<file path="config.mk">
export PLATFORM = sky130hd
export DESIGN_NAME = wb_top
export DESIGN_NICKNAME = d
export VERILOG_FILES = /design/src/wb_pkg.sv /design/src/unit_pkg.sv /design/src/unit_wb_if.sv /design/src/unit_issue_if.sv /design/src/priority_encoder.sv /design/src/alu_unit.sv /design/src/mul_unit.sv /design/src/div_unit.sv /design/src/writeback.sv /design/src/wb_top.sv
export SDC_FILE = /design/constraint.sdc
export NUM_CORES = 2
export LEC_CHECK = 0
export BUFFER_PORTS_ARGS = -buffer_cell sky130_fd_sc_hd__buf_2
export CORE_ASPECT_RATIO = 0.75
export CORE_MARGIN = 2
export CORE_UTILIZATION = 50
export CTS_CLUSTER_DIAMETER = 80
export DETAILED_ROUTE_END_ITERATION = 6
export HOLD_SLACK_MARGIN = 0.15
export PLACE_DENSITY = 0.65
export SKIP_LAST_GASP = 1
export SYNTH_ARGS = -nofsm -noshare
export SYNTH_HDL_FRONTEND = slang
export SYNTH_SLANG_ARGS = --single-unit
</file>
<file path="constraint.sdc">
create_clock -name clk -period 16.6 [get_ports clk]
set_input_delay 2.49 -clock clk [delete_from_list [all_inputs] [get_ports clk]]
set_output_delay 2.49 -clock clk [all_outputs]
set_load 0.01 [all_outputs]
</file>
<file path="src/wb_pkg.sv">
// Writeback widths and packet format for the two-group back end
// Group 0 carries the ALU alone and group 1 the multiplier and divider
// Group and unit counts are fixed and the RTL relies on them
package wb_pkg;

    //////////////////////////////
    // Data and id widths
    //////////////////////////////
    localparam int XLEN = 32;
    localparam int ID_W = 4;

    // Instruction id as tagged at issue
    typedef logic [ID_W-1:0] id_t;

    // One integer data word
    typedef logic [XLEN-1:0] xlen_t;

    //////////////////////////////
    // Writeback groups
    //////////////////////////////
    localparam int NUM_WB_GROUPS = 2;

    // Multiplier and divider share group 1
    localparam int NUM_G1_UNITS = 2;

    // One result per group per cycle
    typedef struct packed {
        logic  valid;
        id_t   id;
        xlen_t data;
    } wb_packet_t;

endpackage

</file>
<file path="src/unit_pkg.sv">
// Unit select codes and per-unit operation codes
// The op field is decoded differently by each unit
package unit_pkg;

    // Unit select as driven on issue
    typedef enum logic [1:0] {
        UNIT_ALU = 2'd0,
        UNIT_MUL = 2'd1,
        UNIT_DIV = 2'd2
    } unit_code_t;

    localparam int NUM_UNITS = 3;

    typedef logic [2:0] op_t;

    //////////////////////////////
    // ALU ops, SLT is signed
    localparam op_t ALU_ADD = 3'd0;
    localparam op_t ALU_SUB = 3'd1;
    localparam op_t ALU_AND = 3'd2;
    localparam op_t ALU_OR  = 3'd3;
    localparam op_t ALU_XOR = 3'd4;
    localparam op_t ALU_SLL = 3'd5;
    localparam op_t ALU_SRL = 3'd6;
    localparam op_t ALU_SLT = 3'd7;

    // Multiplier ops on the unsigned product
    localparam op_t MUL_LO = 3'd0;
    localparam op_t MUL_HU = 3'd1;

    // Divider ops, both unsigned
    localparam op_t DIVU = 3'd0;
    localparam op_t REMU = 3'd1;

    // Register stages from issue to done
    localparam int MUL_STAGES = 3;

endpackage

</file>
<file path="src/unit_wb_if.sv">
// Completion of one unit toward writeback
// done, id and rd are held by the unit until ack
`timescale 1ns/100ps

interface unit_wb_if
    import wb_pkg::*;
();

    logic  done;
    id_t   id;
    xlen_t rd;
    // Driven combinationally by writeback
    logic  ack;

    // Producing unit
    modport unit (output done, output id, output rd, input ack);

    // Writeback arbiter
    modport wb (input done, input id, input rd, output ack);

endinterface

</file>
<file path="src/unit_issue_if.sv">
// One issued instruction toward a single unit
// Transfer happens on a clock edge with valid and ready both high
`timescale 1ns/100ps

interface unit_issue_if
    import wb_pkg::*;
    import unit_pkg::*;
();

    logic  valid;
    op_t   op;
    xlen_t a;
    xlen_t b;
    id_t   id;
    logic  ready;

    // Issue side at the top level
    modport src (output valid, output op, output a, output b, output id, input ready);

    // Execution unit
    modport unit (input valid, input op, input a, input b, input id, output ready);

endinterface

</file>
<file path="src/priority_encoder.sv">
// Lowest index wins
// Width is the group 1 unit count so sel is a single bit
`timescale 1ns/100ps

module priority_encoder
    import wb_pkg::*;
(
    input  logic [NUM_G1_UNITS-1:0] vec,
    output logic                    sel,
    output logic                    any
);

    assign any = |vec;

    // Scan from the top so the lowest set bit is written last
    always_comb begin
        sel = 1'b0;
        for (int i = NUM_G1_UNITS - 1; i >= 0; i--) begin
            if (vec[i]) begin
                sel = i[0];
            end
        end
    end

endmodule

</file>
<file path="src/alu_unit.sv">
// Single-cycle integer ALU with a registered result
// Always ready, result is held until writeback acks it
// Shifts use the low five bits of b
`timescale 1ns/100ps

module alu_unit
    import wb_pkg::*;
    import unit_pkg::*;
(
    input logic        clk,
    input logic        rst,
    unit_issue_if.unit issue,
    unit_wb_if.unit    wb
);

    logic  accept;
    xlen_t result;

    assign issue.ready = 1'b1;
    assign accept      = issue.valid && issue.ready;

    //////////////////////////////
    // Operation decode
    //////////////////////////////
    always_comb begin
        case (issue.op)
            ALU_ADD: result = issue.a + issue.b;
            ALU_SUB: result = issue.a - issue.b;
            ALU_AND: result = issue.a & issue.b;
            ALU_OR:  result = issue.a | issue.b;
            ALU_XOR: result = issue.a ^ issue.b;
            ALU_SLL: result = issue.a << issue.b[$clog2(XLEN)-1:0];
            ALU_SRL: result = issue.a >> issue.b[$clog2(XLEN)-1:0];
            // Signed compare, result is 0 or 1
            ALU_SLT: result = {{(XLEN-1){1'b0}}, $signed(issue.a) < $signed(issue.b)};
            default: result = '0;
        endcase
    end

    // New issue wins over ack in the same cycle
    always_ff @(posedge clk) begin
        if (rst) begin
            wb.done <= 1'b0;
        end else if (accept) begin
            wb.done <= 1'b1;
        end else if (wb.ack) begin
            wb.done <= 1'b0;
        end
    end

    always_ff @(posedge clk) begin
        if (accept) begin
            wb.id <= issue.id;
            wb.rd <= result;
        end
    end

endmodule

</file>
<file path="src/mul_unit.sv">
// Three-stage unsigned multiplier pipeline
// Whole pipe holds while the last stage waits for ack
// Bubbles are not squeezed out during a stall
`timescale 1ns/100ps

module mul_unit
    import wb_pkg::*;
    import unit_pkg::*;
(
    input logic        clk,
    input logic        rst,
    unit_issue_if.unit issue,
    unit_wb_if.unit    wb
);

    logic                      adv;
    logic [MUL_STAGES-1:0]     stage_valid;
    id_t                       stage_id [MUL_STAGES];
    // Op is consumed by the last stage so it stops one short
    op_t                       stage_op [MUL_STAGES-1];
    logic [XLEN+XLEN/2-1:0]    pp_lo;
    logic [XLEN+XLEN/2-1:0]    pp_hi;
    logic [2*XLEN-1:0]         product;
    xlen_t                     result;

    // Stall when the output stage is full and not taken
    assign adv         = !(stage_valid[MUL_STAGES-1] && !wb.ack);
    assign issue.ready = adv;

    //////////////////////////////
    // Stage valids
    //////////////////////////////
    always_ff @(posedge clk) begin
        if (rst) begin
            stage_valid <= '0;
        end else if (adv) begin
            stage_valid <= {stage_valid[MUL_STAGES-2:0], issue.valid};
        end
    end

    //////////////////////////////
    // Datapath
    //////////////////////////////
    always_ff @(posedge clk) begin
        if (adv) begin
            stage_id[0] <= issue.id;
            stage_op[0] <= issue.op;
            for (int s = 1; s < MUL_STAGES; s++) begin
                stage_id[s] <= stage_id[s-1];
            end
            for (int s = 1; s < MUL_STAGES - 1; s++) begin
                stage_op[s] <= stage_op[s-1];
            end
            // Stage 1 splits b into two half-width partial products
            pp_lo   <= issue.a * issue.b[XLEN/2-1:0];
            pp_hi   <= issue.a * issue.b[XLEN-1:XLEN/2];
            // Stage 2 aligns and sums them
            product <= {{(XLEN/2){1'b0}}, pp_lo} + {pp_hi, {(XLEN/2){1'b0}}};
            // Stage 3 picks the half
            result  <= (stage_op[MUL_STAGES-2] == MUL_HU) ? product[2*XLEN-1:XLEN]
                                                          : product[XLEN-1:0];
        end
    end

    assign wb.done = stage_valid[MUL_STAGES-1];
    assign wb.id   = stage_id[MUL_STAGES-1];
    assign wb.rd   = result;

endmodule

</file>
<file path="src/div_unit.sv">
// Radix-2 restoring unsigned divider, one instruction in flight
// Done 33 cycles after issue and not ready again until acked
// Divide by zero yields all ones and the dividend as remainder
`timescale 1ns/100ps

module div_unit
    import wb_pkg::*;
    import unit_pkg::*;
(
    input logic        clk,
    input logic        rst,
    unit_issue_if.unit issue,
    unit_wb_if.unit    wb
);

    logic                      accept;
    logic                      busy;
    logic                      last;
    logic [$clog2(XLEN)-1:0]   count;
    op_t                       op_q;
    // Dividend shifts out as quotient bits shift in
    xlen_t                     quot;
    xlen_t                     rem;
    xlen_t                     divisor;
    logic [XLEN:0]             rem_shift;
    logic [XLEN+1:0]           diff;
    xlen_t                     quot_next;
    xlen_t                     rem_next;

    assign issue.ready = !busy && !wb.done;
    assign accept      = issue.valid && issue.ready;
    assign last        = busy && (count == '1);

    //////////////////////////////
    // One restoring step
    //////////////////////////////
    assign rem_shift = {rem, quot[XLEN-1]};
    assign diff      = {1'b0, rem_shift} - {2'b00, divisor};

    // Borrow out means the divisor did not fit
    always_comb begin
        if (diff[XLEN+1]) begin
            rem_next  = rem_shift[XLEN-1:0];
            quot_next = {quot[XLEN-2:0], 1'b0};
        end else begin
            rem_next  = diff[XLEN-1:0];
            quot_next = {quot[XLEN-2:0], 1'b1};
        end
    end

    //////////////////////////////
    // Control
    //////////////////////////////
    always_ff @(posedge clk) begin
        if (rst) begin
            busy    <= 1'b0;
            count   <= '0;
            wb.done <= 1'b0;
        end else if (accept) begin
            busy  <= 1'b1;
            count <= '0;
        end else if (busy) begin
            count <= count + 1'b1;
            // Last iteration raises done directly
            if (last) begin
                busy    <= 1'b0;
                wb.done <= 1'b1;
            end
        end else if (wb.ack) begin
            wb.done <= 1'b0;
        end
    end

    //////////////////////////////
    // Datapath
    //////////////////////////////
    always_ff @(posedge clk) begin
        if (accept) begin
            quot    <= issue.a;
            rem     <= '0;
            divisor <= issue.b;
            op_q    <= issue.op;
            wb.id   <= issue.id;
        end else if (busy) begin
            quot <= quot_next;
            rem  <= rem_next;
            if (last) begin
                wb.rd <= (op_q == REMU) ? rem_next : quot_next;
            end
        end
    end

endmodule

</file>
<file path="src/writeback.sv">
// Writeback arbitration for two fixed groups
// Group 0 is the ALU alone and is acked as soon as it is done
// Group 1 uses fixed priority with the lowest index first
// Packets and acks are combinational from done
`timescale 1ns/100ps

module writeback
    import wb_pkg::*;
(
    input  logic       clk,
    input  logic       rst,
    unit_wb_if.wb      alu_wb,
    unit_wb_if.wb      g1_wb [NUM_G1_UNITS],
    output wb_packet_t wb_packet [NUM_WB_GROUPS],
    output wb_packet_t wb_snoop
);

    logic [NUM_G1_UNITS-1:0] g1_done;
    logic [NUM_G1_UNITS-1:0] g1_ack;
    id_t                     g1_id [NUM_G1_UNITS];
    xlen_t                   g1_rd [NUM_G1_UNITS];
    logic                    g1_sel;
    logic                    g1_any;

    //////////////////////////////
    // Group 0
    //////////////////////////////
    // No contention so every result is taken at once
    assign alu_wb.ack   = alu_wb.done;
    assign wb_packet[0] = '{valid: alu_wb.done, id: alu_wb.id, data: alu_wb.rd};

    //////////////////////////////
    // Group 1
    //////////////////////////////
    // Flatten the interface array so it can be indexed by sel
    for (genvar u = 0; u < NUM_G1_UNITS; u++) begin : g_g1_flat
        assign g1_done[u]    = g1_wb[u].done;
        assign g1_id[u]      = g1_wb[u].id;
        assign g1_rd[u]      = g1_wb[u].rd;
        assign g1_wb[u].ack  = g1_ack[u];
    end

    priority_encoder u_g1_encoder (
        .vec (g1_done),
        .sel (g1_sel),
        .any (g1_any)
    );

    assign wb_packet[1] = '{valid: g1_any, id: g1_id[g1_sel], data: g1_rd[g1_sel]};

    // Only the chosen unit sees ack, the other keeps holding
    always_comb begin
        g1_ack         = '0;
        g1_ack[g1_sel] = g1_any;
    end

    //////////////////////////////
    // Snoop copy for store forwarding
    //////////////////////////////
    // Group 1 packet delayed by one cycle
    always_ff @(posedge clk) begin
        wb_snoop <= wb_packet[1];
        if (rst) begin
            wb_snoop.valid <= 1'b0;
        end
    end

endmodule

</file>
<file path="src/wb_top.sv">
// Writeback stage top with ALU, multiplier and divider
// issue_ready has one bit per unit code
// Group 1 index 0 is the multiplier and index 1 the divider
`timescale 1ns/100ps

module wb_top
    import wb_pkg::*;
    import unit_pkg::*;
(
    input  logic                 clk,
    input  logic                 rst,
    // Issue
    input  logic                 issue_valid,
    input  unit_code_t           issue_unit,
    input  op_t                  issue_op,
    input  xlen_t                issue_a,
    input  xlen_t                issue_b,
    input  id_t                  issue_id,
    output logic [NUM_UNITS-1:0] issue_ready,
    // Group 0 result
    output logic                 wb0_valid,
    output id_t                  wb0_id,
    output xlen_t                wb0_data,
    // Group 1 result
    output logic                 wb1_valid,
    output id_t                  wb1_id,
    output xlen_t                wb1_data,
    // Group 1 one cycle late
    output logic                 snoop_valid,
    output id_t                  snoop_id,
    output xlen_t                snoop_data
);

    wb_packet_t wb_packet [NUM_WB_GROUPS];
    wb_packet_t wb_snoop;

    unit_issue_if issue_if [NUM_UNITS] ();
    unit_wb_if    alu_wb_if ();
    unit_wb_if    g1_wb_if [NUM_G1_UNITS] ();

    //////////////////////////////
    // Issue fan-out
    //////////////////////////////
    // Shared payload and valid steered by the unit code
    for (genvar u = 0; u < NUM_UNITS; u++) begin : g_issue
        assign issue_if[u].valid = issue_valid && (issue_unit == unit_code_t'(u));
        assign issue_if[u].op    = issue_op;
        assign issue_if[u].a     = issue_a;
        assign issue_if[u].b     = issue_b;
        assign issue_if[u].id    = issue_id;
        assign issue_ready[u]    = issue_if[u].ready;
    end

    //////////////////////////////
    // Units and writeback
    //////////////////////////////
    alu_unit u_alu (.clk(clk), .rst(rst), .issue(issue_if[UNIT_ALU]), .wb(alu_wb_if));

    // Multiplier takes priority slot 0
    mul_unit u_mul (.clk(clk), .rst(rst), .issue(issue_if[UNIT_MUL]), .wb(g1_wb_if[0]));

    div_unit u_div (.clk(clk), .rst(rst), .issue(issue_if[UNIT_DIV]), .wb(g1_wb_if[1]));

    writeback u_writeback (
        .clk       (clk),
        .rst       (rst),
        .alu_wb    (alu_wb_if),
        .g1_wb     (g1_wb_if),
        .wb_packet (wb_packet),
        .wb_snoop  (wb_snoop)
    );

    assign wb0_valid   = wb_packet[0].valid;
    assign wb0_id      = wb_packet[0].id;
    assign wb0_data    = wb_packet[0].data;
    assign wb1_valid   = wb_packet[1].valid;
    assign wb1_id      = wb_packet[1].id;
    assign wb1_data    = wb_packet[1].data;
    assign snoop_valid = wb_snoop.valid;
    assign snoop_id    = wb_snoop.id;
    assign snoop_data  = wb_snoop.data;

endmodule

</file>
# After elaboration in Yosys (flattened, before gate mapping)
# Memory sizes are Yosys's and may differ from the RTL's.
# Index checks and enable logic that the tools add are counted.
# word_totals
input_bits	76
mem_bits_rw	18
memories	2
output_inout_bits	114
wordCells	99
ff_bits	411
# memory_table
memory	depth	width	rd	rd_clocked_by_memory_dff	wr	line	text
u_mul.stage_id	3	4	3	0	3	mul_unit.sv:18	id_t stage_id [MUL_STAGES];
u_mul.stage_op	2	3	2	0	2	mul_unit.sv:20	op_t stage_op [MUL_STAGES-1];
# classes
n_mux	25
add_sub_neg	5
n_bitwise	6
multipliers	2
n_eq_ne	13
order_cmp	4
n_shift	2
n_reduce_logical	20
# op_table
op	count
32-bit 2-to-1 mux	8
32-bit case mux with 8 select lines	1
32-bit by 16-bit multiplier with 48-bit output	2
48-bit by 64-bit adder with 64-bit output	1
33-bit by 32-bit subtractor with 34-bit output	1
32-bit adder	1
32-bit bitwise AND	1
32-bit < comparator	1
32-bit OR	1
32-bit by 5-bit << shifter with 32-bit output	1
32-bit by 5-bit right shift with 32-bit output	1
32-bit subtractor	1
32-bit XOR	1
3-bit == test (second input constant)	4
1-bit 2-to-1 mux	12
4-bit 2-to-1 mux	3
3-bit by 1-bit == test with 1-bit output (second input constant)	3
1-bit logical AND	8
3-bit by 2-bit == test with 1-bit output (second input constant)	2
3-bit AND reduction	2
5-bit by 1-bit adder with 5-bit output (second input constant)	1
5-bit == test (second input constant)	1
1-bit zero test	4
2-bit nonzero test	2
13 further kinds	14

# Depth between registers and ports, before layout
# logic_depth
word_depth	10
depth_mapped	29
ltp_nobuf	25

# Hierarchy
# Synthesis repeated with hierarchy kept, for this count alone.
# hier_totals
cells_unflattened	6548
area_unflattened_um2	59668.5
# modules_own_cells
module	area_each_um2	cells_per_inst	instances	seq_area_each_um2
mul_unit	41257.1	4331	1	6366.1
alu_unit	9321.4	1327	1	1101.1
div_unit	7460.9	763	1	3873.7
writeback	1564.0	119	1	740.7
wb_top	52.6	6	1	0.0
priority_encoder	12.5	2	1	0.0

# Least setup slack after synthesis
# OpenSTA, ideal clock, no wires.
# synth_timing
path_kind	input-to-reg
from	input issue_b[1]
to	register u_mul.pp_lo[42], data pin
stages	27
path_buffers	6
arrival_time_ps	9726
slack_ps	6614
setup_time_ps	260
required_time_ps	16340
path_cell_list	buf_2 buf_1 clkbuf_1 clkbuf_1 buf_2 buf_1 nand2_1 fa_1 fa_1 fa_1 inv_1 fa_1 fa_1 inv_1 fa_1 inv_1 ha_1 and3_1 and3_1 o2111ai_1 a21oi_1 o21ai_0 a211oi_1 o21ai_0 or2_2 a311o_1 xnor2_1
# synth_via
elab_chain_cells	1
# synth_rtl
element	line	text
start: declaration	wb_top.sv:17	input xlen_t issue_b,
32-bit by 16-bit multiplier with 48-bit output	mul_unit.sv:55	pp_lo <= issue.a * issue.b[XLEN/2-1:0];
end signal: assignment	mul_unit.sv:55	
end: declaration	mul_unit.sv:21	logic [XLEN+XLEN/2-1:0] pp_lo;
# Every way passes these cells.
# A chain may end at the register's enable or synchronous reset.

# Final worst setup path
# layout_timing
from	input issue_b[21]
to	register u_mul.pp_hi[47], data pin
# layout_via
elab_chain_cells	1
# layout_rtl
element	line	text
32-bit by 16-bit multiplier with 48-bit output	mul_unit.sv:56	pp_hi <= issue.a * issue.b[XLEN-1:XLEN/2];
end signal: assignment	mul_unit.sv:56	
end: declaration	mul_unit.sv:22	logic [XLEN+XLEN/2-1:0] pp_hi;
# Every way passes these cells.

==> results_tabular.tex <==
\begin{tabular}{lr}
\hline
Metric & Value \\
\hline
\multicolumn{2}{l}{\textbf{Synth}} \\
\quad Area share of the largest cell type after synthesis & 0.295 \\
\quad Register bit total from synthesis & 429 \\
\quad Gate Count Post-Synth & 6,218 \\
\quad Cells taking the most area after synthesis & sky130\_fd\_sc\_hd\_\_fa\_1 29\%, sky130\_fd\_sc\_hd\_\_edfxtp\_1 18\%, sky130\_fd\_sc\_hd\_\_ha\_1 8.8\% \\
\quad Area of the mapped netlist & 57,100 um2 \\
\quad Share of synthesized flip-flops with an asynchronous set or reset & 0 \\
\quad Post-synth top flop & sky130\_fd\_sc\_hd\_\_edfxtp\_1 \\
\quad Post-synth top area cell & sky130\_fd\_sc\_hd\_\_fa\_1 \\
\quad Number of warnings printed during yosys synthesis & 0 \\
\quad EDFF count, synth & 349 \\
\quad Proportion of synthesized chip area in sequential cells & 0.212 \\
\quad Cell variety after synth & 82 \\
\quad Syn\_area\_per\_cell & 9.18 um2 \\
\multicolumn{2}{l}{\textbf{Detailed routing}} \\
\quad DRT iter0 DRCs & 5,252 \\
\quad Post-route DRC violation count & 20 \\
\quad Vias/cell & 5.95 \\
\quad Total number of vias & 47,500 \\
\quad Wire length per cell after detailed routing & 26.6 um \\
\quad Remaining antenna violation count & 0 \\
\quad Pre-Repair DR Iteration Count & 7 \\
\quad Routed wire length & 212,000 um \\
\multicolumn{2}{l}{\textbf{STA}} \\
\quad Relative slew slack & 0.0724 \\
\quad Total setup violations reported at the end of the flow & 0 \\
\quad Worst clock skew on the final layout & 0.0483 ns \\
\quad Setup repair after global routing missed its margin & no \\
\quad Transition time of the tightest slew-check pin & 1.38 ns \\
\quad Final period util & 0.624 \\
\quad Hold violation count in the final report & 0 \\
\quad Post-route minimum period & 10.36 ns \\
\quad Number of max-slew violations in the final report & 0 \\
\quad Max Clk Rate & 0.0965 GHz \\
\quad Setup TNS & 0 ns \\
\multicolumn{2}{l}{\textbf{Clock network}} \\
\quad TritonCTS buffer count & 46 \\
\quad Post-CTS Setup Inserts & 0 \\
\quad H-tree levels & 2 \\
\quad Hold-fix buffers, CTS & 0 \\
\quad Buffer depth of the longest clock path & 3 \\
\quad Count of clock tree sinks & 429 \\
\quad Clock-pin slew of the registers on the worst-case setup and hold paths & 0.06 ns \\
\quad Resized cells post-CTS & 0 \\
\quad TritonCTS clock tree & built \\
\quad Insertion delay of the later-clocked pin in the worst-skew pair & 0.65 ns \\
\quad CTS Root Buffer Type & sky130\_fd\_sc\_hd\_\_clkbuf\_16 \\
\multicolumn{2}{l}{\textbf{Die}} \\
\quad Number of rows in the core area & 107 \\
\quad Floorplan die area & 117,000 um2 \\
\quad Die Width & 394 um \\
\quad Placeable core region & 113,000 um2 \\
\quad Die boundary height & 297 um \\
\quad Starting density of the core & 0.503 \\
\quad Number of top-level pins & 190 \\
\multicolumn{2}{l}{\textbf{Critical path}} \\
\quad Critical path class & in2reg \\
\quad Signal arrival time at the worst endpoint & 10.76 ns \\
\quad Critical path peak fanout & 26 \\
\quad Library cell contributing the largest single delay on the critical path & sky130\_fd\_sc\_hd\_\_clkinv\_1 \\
\quad Startpoint class of the critical path & input pin \\
\quad Cell class contributing the biggest share of worst-path delay & adder cells \\
\quad CP endpoint kind & flip-flop \\
\quad Crit path buffers/inverters & 6 \\
\quad Worst reg2reg path depth & 13 \\
\quad CP Cell Sequence & buf\_2, clkinv\_1, nor2\_1, fa\_1, inv\_1, fa\_1, fa\_1, inv\_1, fa\_1, fa\_1, inv\_1, fa\_1, inv\_1, ha\_1, nand3\_1, or2\_2, o21ai\_0, o21ai\_1, o31ai\_1, a41oi\_1, o31ai\_1, mux2i\_1, nor2\_1 \\
\quad Required time of the critical path & 16.99 ns \\
\quad Crit path largest cell delay & 0.94 ns \\
\quad Number of gates on the worst path with buffers counted & 23 \\
\quad Cell mode on critical path & sky130\_fd\_sc\_hd\_\_fa\_1 \\
\multicolumn{2}{l}{\textbf{Hold path}} \\
\quad Min-delay worst type & reg2reg \\
\quad Number of cells on the worst hold path & 0 \\
\multicolumn{2}{l}{\textbf{Global route}} \\
\quad Global-route wire length before repair & 307,000 um \\
\quad Initial antenna violation count & 27 \\
\quad Overflow left after global routing & 0 \\
\quad Global-route total usage across every layer & 0.361 \\
\quad Largest net degree at the start of global routing & 61 \\
\quad Vias in the first global route & 45,400 \\
\multicolumn{2}{l}{\textbf{Placed design}} \\
\quad Placed cell count & 7,883 \\
\quad Placement-stage cell area & 60,100 um2 \\
\quad HPWL reported at the end of detailed placement & 162,000 um \\
\quad IO buf count & 187 \\
\quad Placer Congestion & 1.04 \\
\multicolumn{2}{l}{\textbf{Finish}} \\
\quad Final standard cell area without fillers & 61,700 um2 \\
\quad Final standard cell count with taps included and fillers excluded & 7,979 \\
\quad P\&R area growth vs syn & 8.04\% \\
\quad Fraction of the core area covered by cells at the end of the flow & 0.544 \\
\quad Share of post-route cells with drive strength above 1 & 0.0826 \\
\quad Total Nets Final & 7,724 \\
\multicolumn{2}{l}{\textbf{Run}} \\
\quad Maximum capacitance violations & 0 \\
\multicolumn{2}{l}{\textbf{Status}} \\
\quad Status & finished, violations left \\
\quad Violations in the final reports & DRC \\
\hline
\end{tabular}
-- area by class of cell --
class,count,area (um2)
clock buffer,53,1200
multi-input combinational,4566,40400
antenna,14,35.0
sequential,429,12100
tap,1526,1910
inverter,1072,4020
fill,10400,51700
clock inverter,29,308
timing repair buffer,290,1710
-- cells in the final DEF, fill, tap and decap left out, types with 19 or more instances in the layout --
cell	Yosys	layout
sky130_fd_sc_hd__xnor2_1	129	129
sky130_fd_sc_hd__mux2_2	102	102
sky130_fd_sc_hd__and3_1	37	37
sky130_fd_sc_hd__clkbuf_16	0	46
sky130_fd_sc_hd__edfxtp_1	349	349
sky130_fd_sc_hd__nand2_1	783	783
sky130_fd_sc_hd__mux2i_1	77	77
sky130_fd_sc_hd__xor2_1	59	59
sky130_fd_sc_hd__a211oi_1	28	28
sky130_fd_sc_hd__mux4_2	33	33
sky130_fd_sc_hd__nor2_1	635	632
sky130_fd_sc_hd__o22ai_1	56	56
sky130_fd_sc_hd__conb_1	1	212
sky130_fd_sc_hd__a21o_1	115	115
sky130_fd_sc_hd__a31oi_1	36	36
sky130_fd_sc_hd__nand4_1	19	19
sky130_fd_sc_hd__buf_4	4	105
sky130_fd_sc_hd__ha_1	403	403
sky130_fd_sc_hd__a22oi_1	29	29
sky130_fd_sc_hd__o21ai_0	235	235
sky130_fd_sc_hd__a21oi_1	281	281
sky130_fd_sc_hd__nand2b_1	34	33
sky130_fd_sc_hd__nor3_1	48	46
sky130_fd_sc_hd__nor2b_1	21	21
sky130_fd_sc_hd__nand3_1	53	53
sky130_fd_sc_hd__o21a_1	19	19
sky130_fd_sc_hd__inv_1	1055	1054
sky130_fd_sc_hd__fa_1	840	840
sky130_fd_sc_hd__o21bai_1	27	27
sky130_fd_sc_hd__buf_2	19	185
sky130_fd_sc_hd__o211ai_1	26	26
sky130_fd_sc_hd__dfxtp_1	80	80
-- worst reg2reg max path, cell delays in order (launching register included) --
cell                       delay (ns)
sky130_fd_sc_hd__edfxtp_1        0.42
sky130_fd_sc_hd__inv_1           0.08
sky130_fd_sc_hd__ha_1            0.22
sky130_fd_sc_hd__nor2b_1         0.14
sky130_fd_sc_hd__o21a_1          0.19
sky130_fd_sc_hd__o21a_1          0.21
sky130_fd_sc_hd__a41o_1          0.30
sky130_fd_sc_hd__o211ai_2        0.37
sky130_fd_sc_hd__a31o_2          0.25
sky130_fd_sc_hd__a21oi_1         0.10
sky130_fd_sc_hd__or4_2           0.56
sky130_fd_sc_hd__buf_4           0.34
sky130_fd_sc_hd__mux2i_1         0.24
sky130_fd_sc_hd__o21ai_0         0.50
-- cell families after synthesis --
family	count (synthesis)	synth area share
AO/OA/AOI/OAI	1007	0.112
XOR/XNOR	188	0.0288
adder cells (fa/ha/maj)	1243	0.383
buffers and inverters	1434	0.0951
flip-flops	429	0.212
multiplexers	212	0.0467
other	1	0.0000657
AND/OR/NAND/NOR	1704	0.123
-- layer usage --
layer | up-vias | global-route usage | share of wire
met3 | 531 | 0.135 | 0.14
met1 | 23800 | 0.500 | 0.41
met2 | 2920 | 0.503 | 0.40
li1 | 20200 | - | -
met4 | 31 | 0.160 | 0.052
met5 | - | 0.00771 | 0.0013
-- registers in the layout (all words and copies together) (netlist names), 6 cells and up --
| signal | count |
|---|---|
| u_writeback.wb_snoop | 37 |
| u_mul.pp_lo | 48 |
| u_alu.wb.rd | 32 |
| u_mul.product | 64 |
| u_mul.stage_op | 6 |
| u_div.quot | 32 |
| u_mul.stage_id | 12 |
| u_div.rem | 32 |
| u_div.divisor | 32 |
| u_div.wb.rd | 32 |
| u_mul.pp_hi | 48 |
| u_mul.wb.rd | 32 |
-- final timing paths --
kind,startpoint,endpoint,slack (ns)
worst max-delay path,issue_b[21],u_mul.pp_hi[47],6.24
worst min-delay path,u_mul.pp_lo[14],u_mul.product[14],0.41
worst max register to register,u_div.divisor[1],u_div.wb.rd[16],12.37
worst min register to register,u_mul.pp_lo[14],u_mul.product[14],0.41
-- synth_stat cells, types with 17 or more instances --
cell / instances
sky130_fd_sc_hd__nand2_1: 783
sky130_fd_sc_hd__or3_1: 18
sky130_fd_sc_hd__a21oi_1: 281
sky130_fd_sc_hd__o31ai_1: 17
sky130_fd_sc_hd__inv_1: 1055
sky130_fd_sc_hd__a221o_1: 17
sky130_fd_sc_hd__a31oi_1: 36
sky130_fd_sc_hd__nor2_1: 635
sky130_fd_sc_hd__edfxtp_1: 349
sky130_fd_sc_hd__mux2_2: 102
sky130_fd_sc_hd__o21a_1: 19
sky130_fd_sc_hd__a22oi_1: 29
sky130_fd_sc_hd__clkbuf_1: 268
sky130_fd_sc_hd__nor3_1: 48
sky130_fd_sc_hd__o211ai_1: 26
sky130_fd_sc_hd__dfxtp_1: 80
sky130_fd_sc_hd__o21bai_1: 27
sky130_fd_sc_hd__ha_1: 403
sky130_fd_sc_hd__nand4_1: 19
sky130_fd_sc_hd__nor2b_1: 21
sky130_fd_sc_hd__mux2i_1: 77
sky130_fd_sc_hd__xor2_1: 59
sky130_fd_sc_hd__fa_1: 840
sky130_fd_sc_hd__a21o_1: 115
sky130_fd_sc_hd__xnor2_1: 129
sky130_fd_sc_hd__nand2b_1: 34
sky130_fd_sc_hd__a211oi_1: 28
sky130_fd_sc_hd__o22ai_1: 56
sky130_fd_sc_hd__mux4_2: 33
sky130_fd_sc_hd__buf_1: 70
sky130_fd_sc_hd__buf_2: 19
sky130_fd_sc_hd__and3_1: 37
sky130_fd_sc_hd__o21ai_0: 235
sky130_fd_sc_hd__nand3_1: 53
-- through the flow --
stage	hold WS (ns)	setup WS (ns)
2_1_floorplan	0.400	6.61
3_3_place_gp	0.402	5.87
3_5_place_dp	0.405	5.77
4_1_cts	0.419	6.44
5_1_grt	0.428	5.88
6_report	0.412	6.24
Power is left out: the tool's default activity adds up to more than one toggle a clock period on the data nets, which glitch-free logic cannot reach.
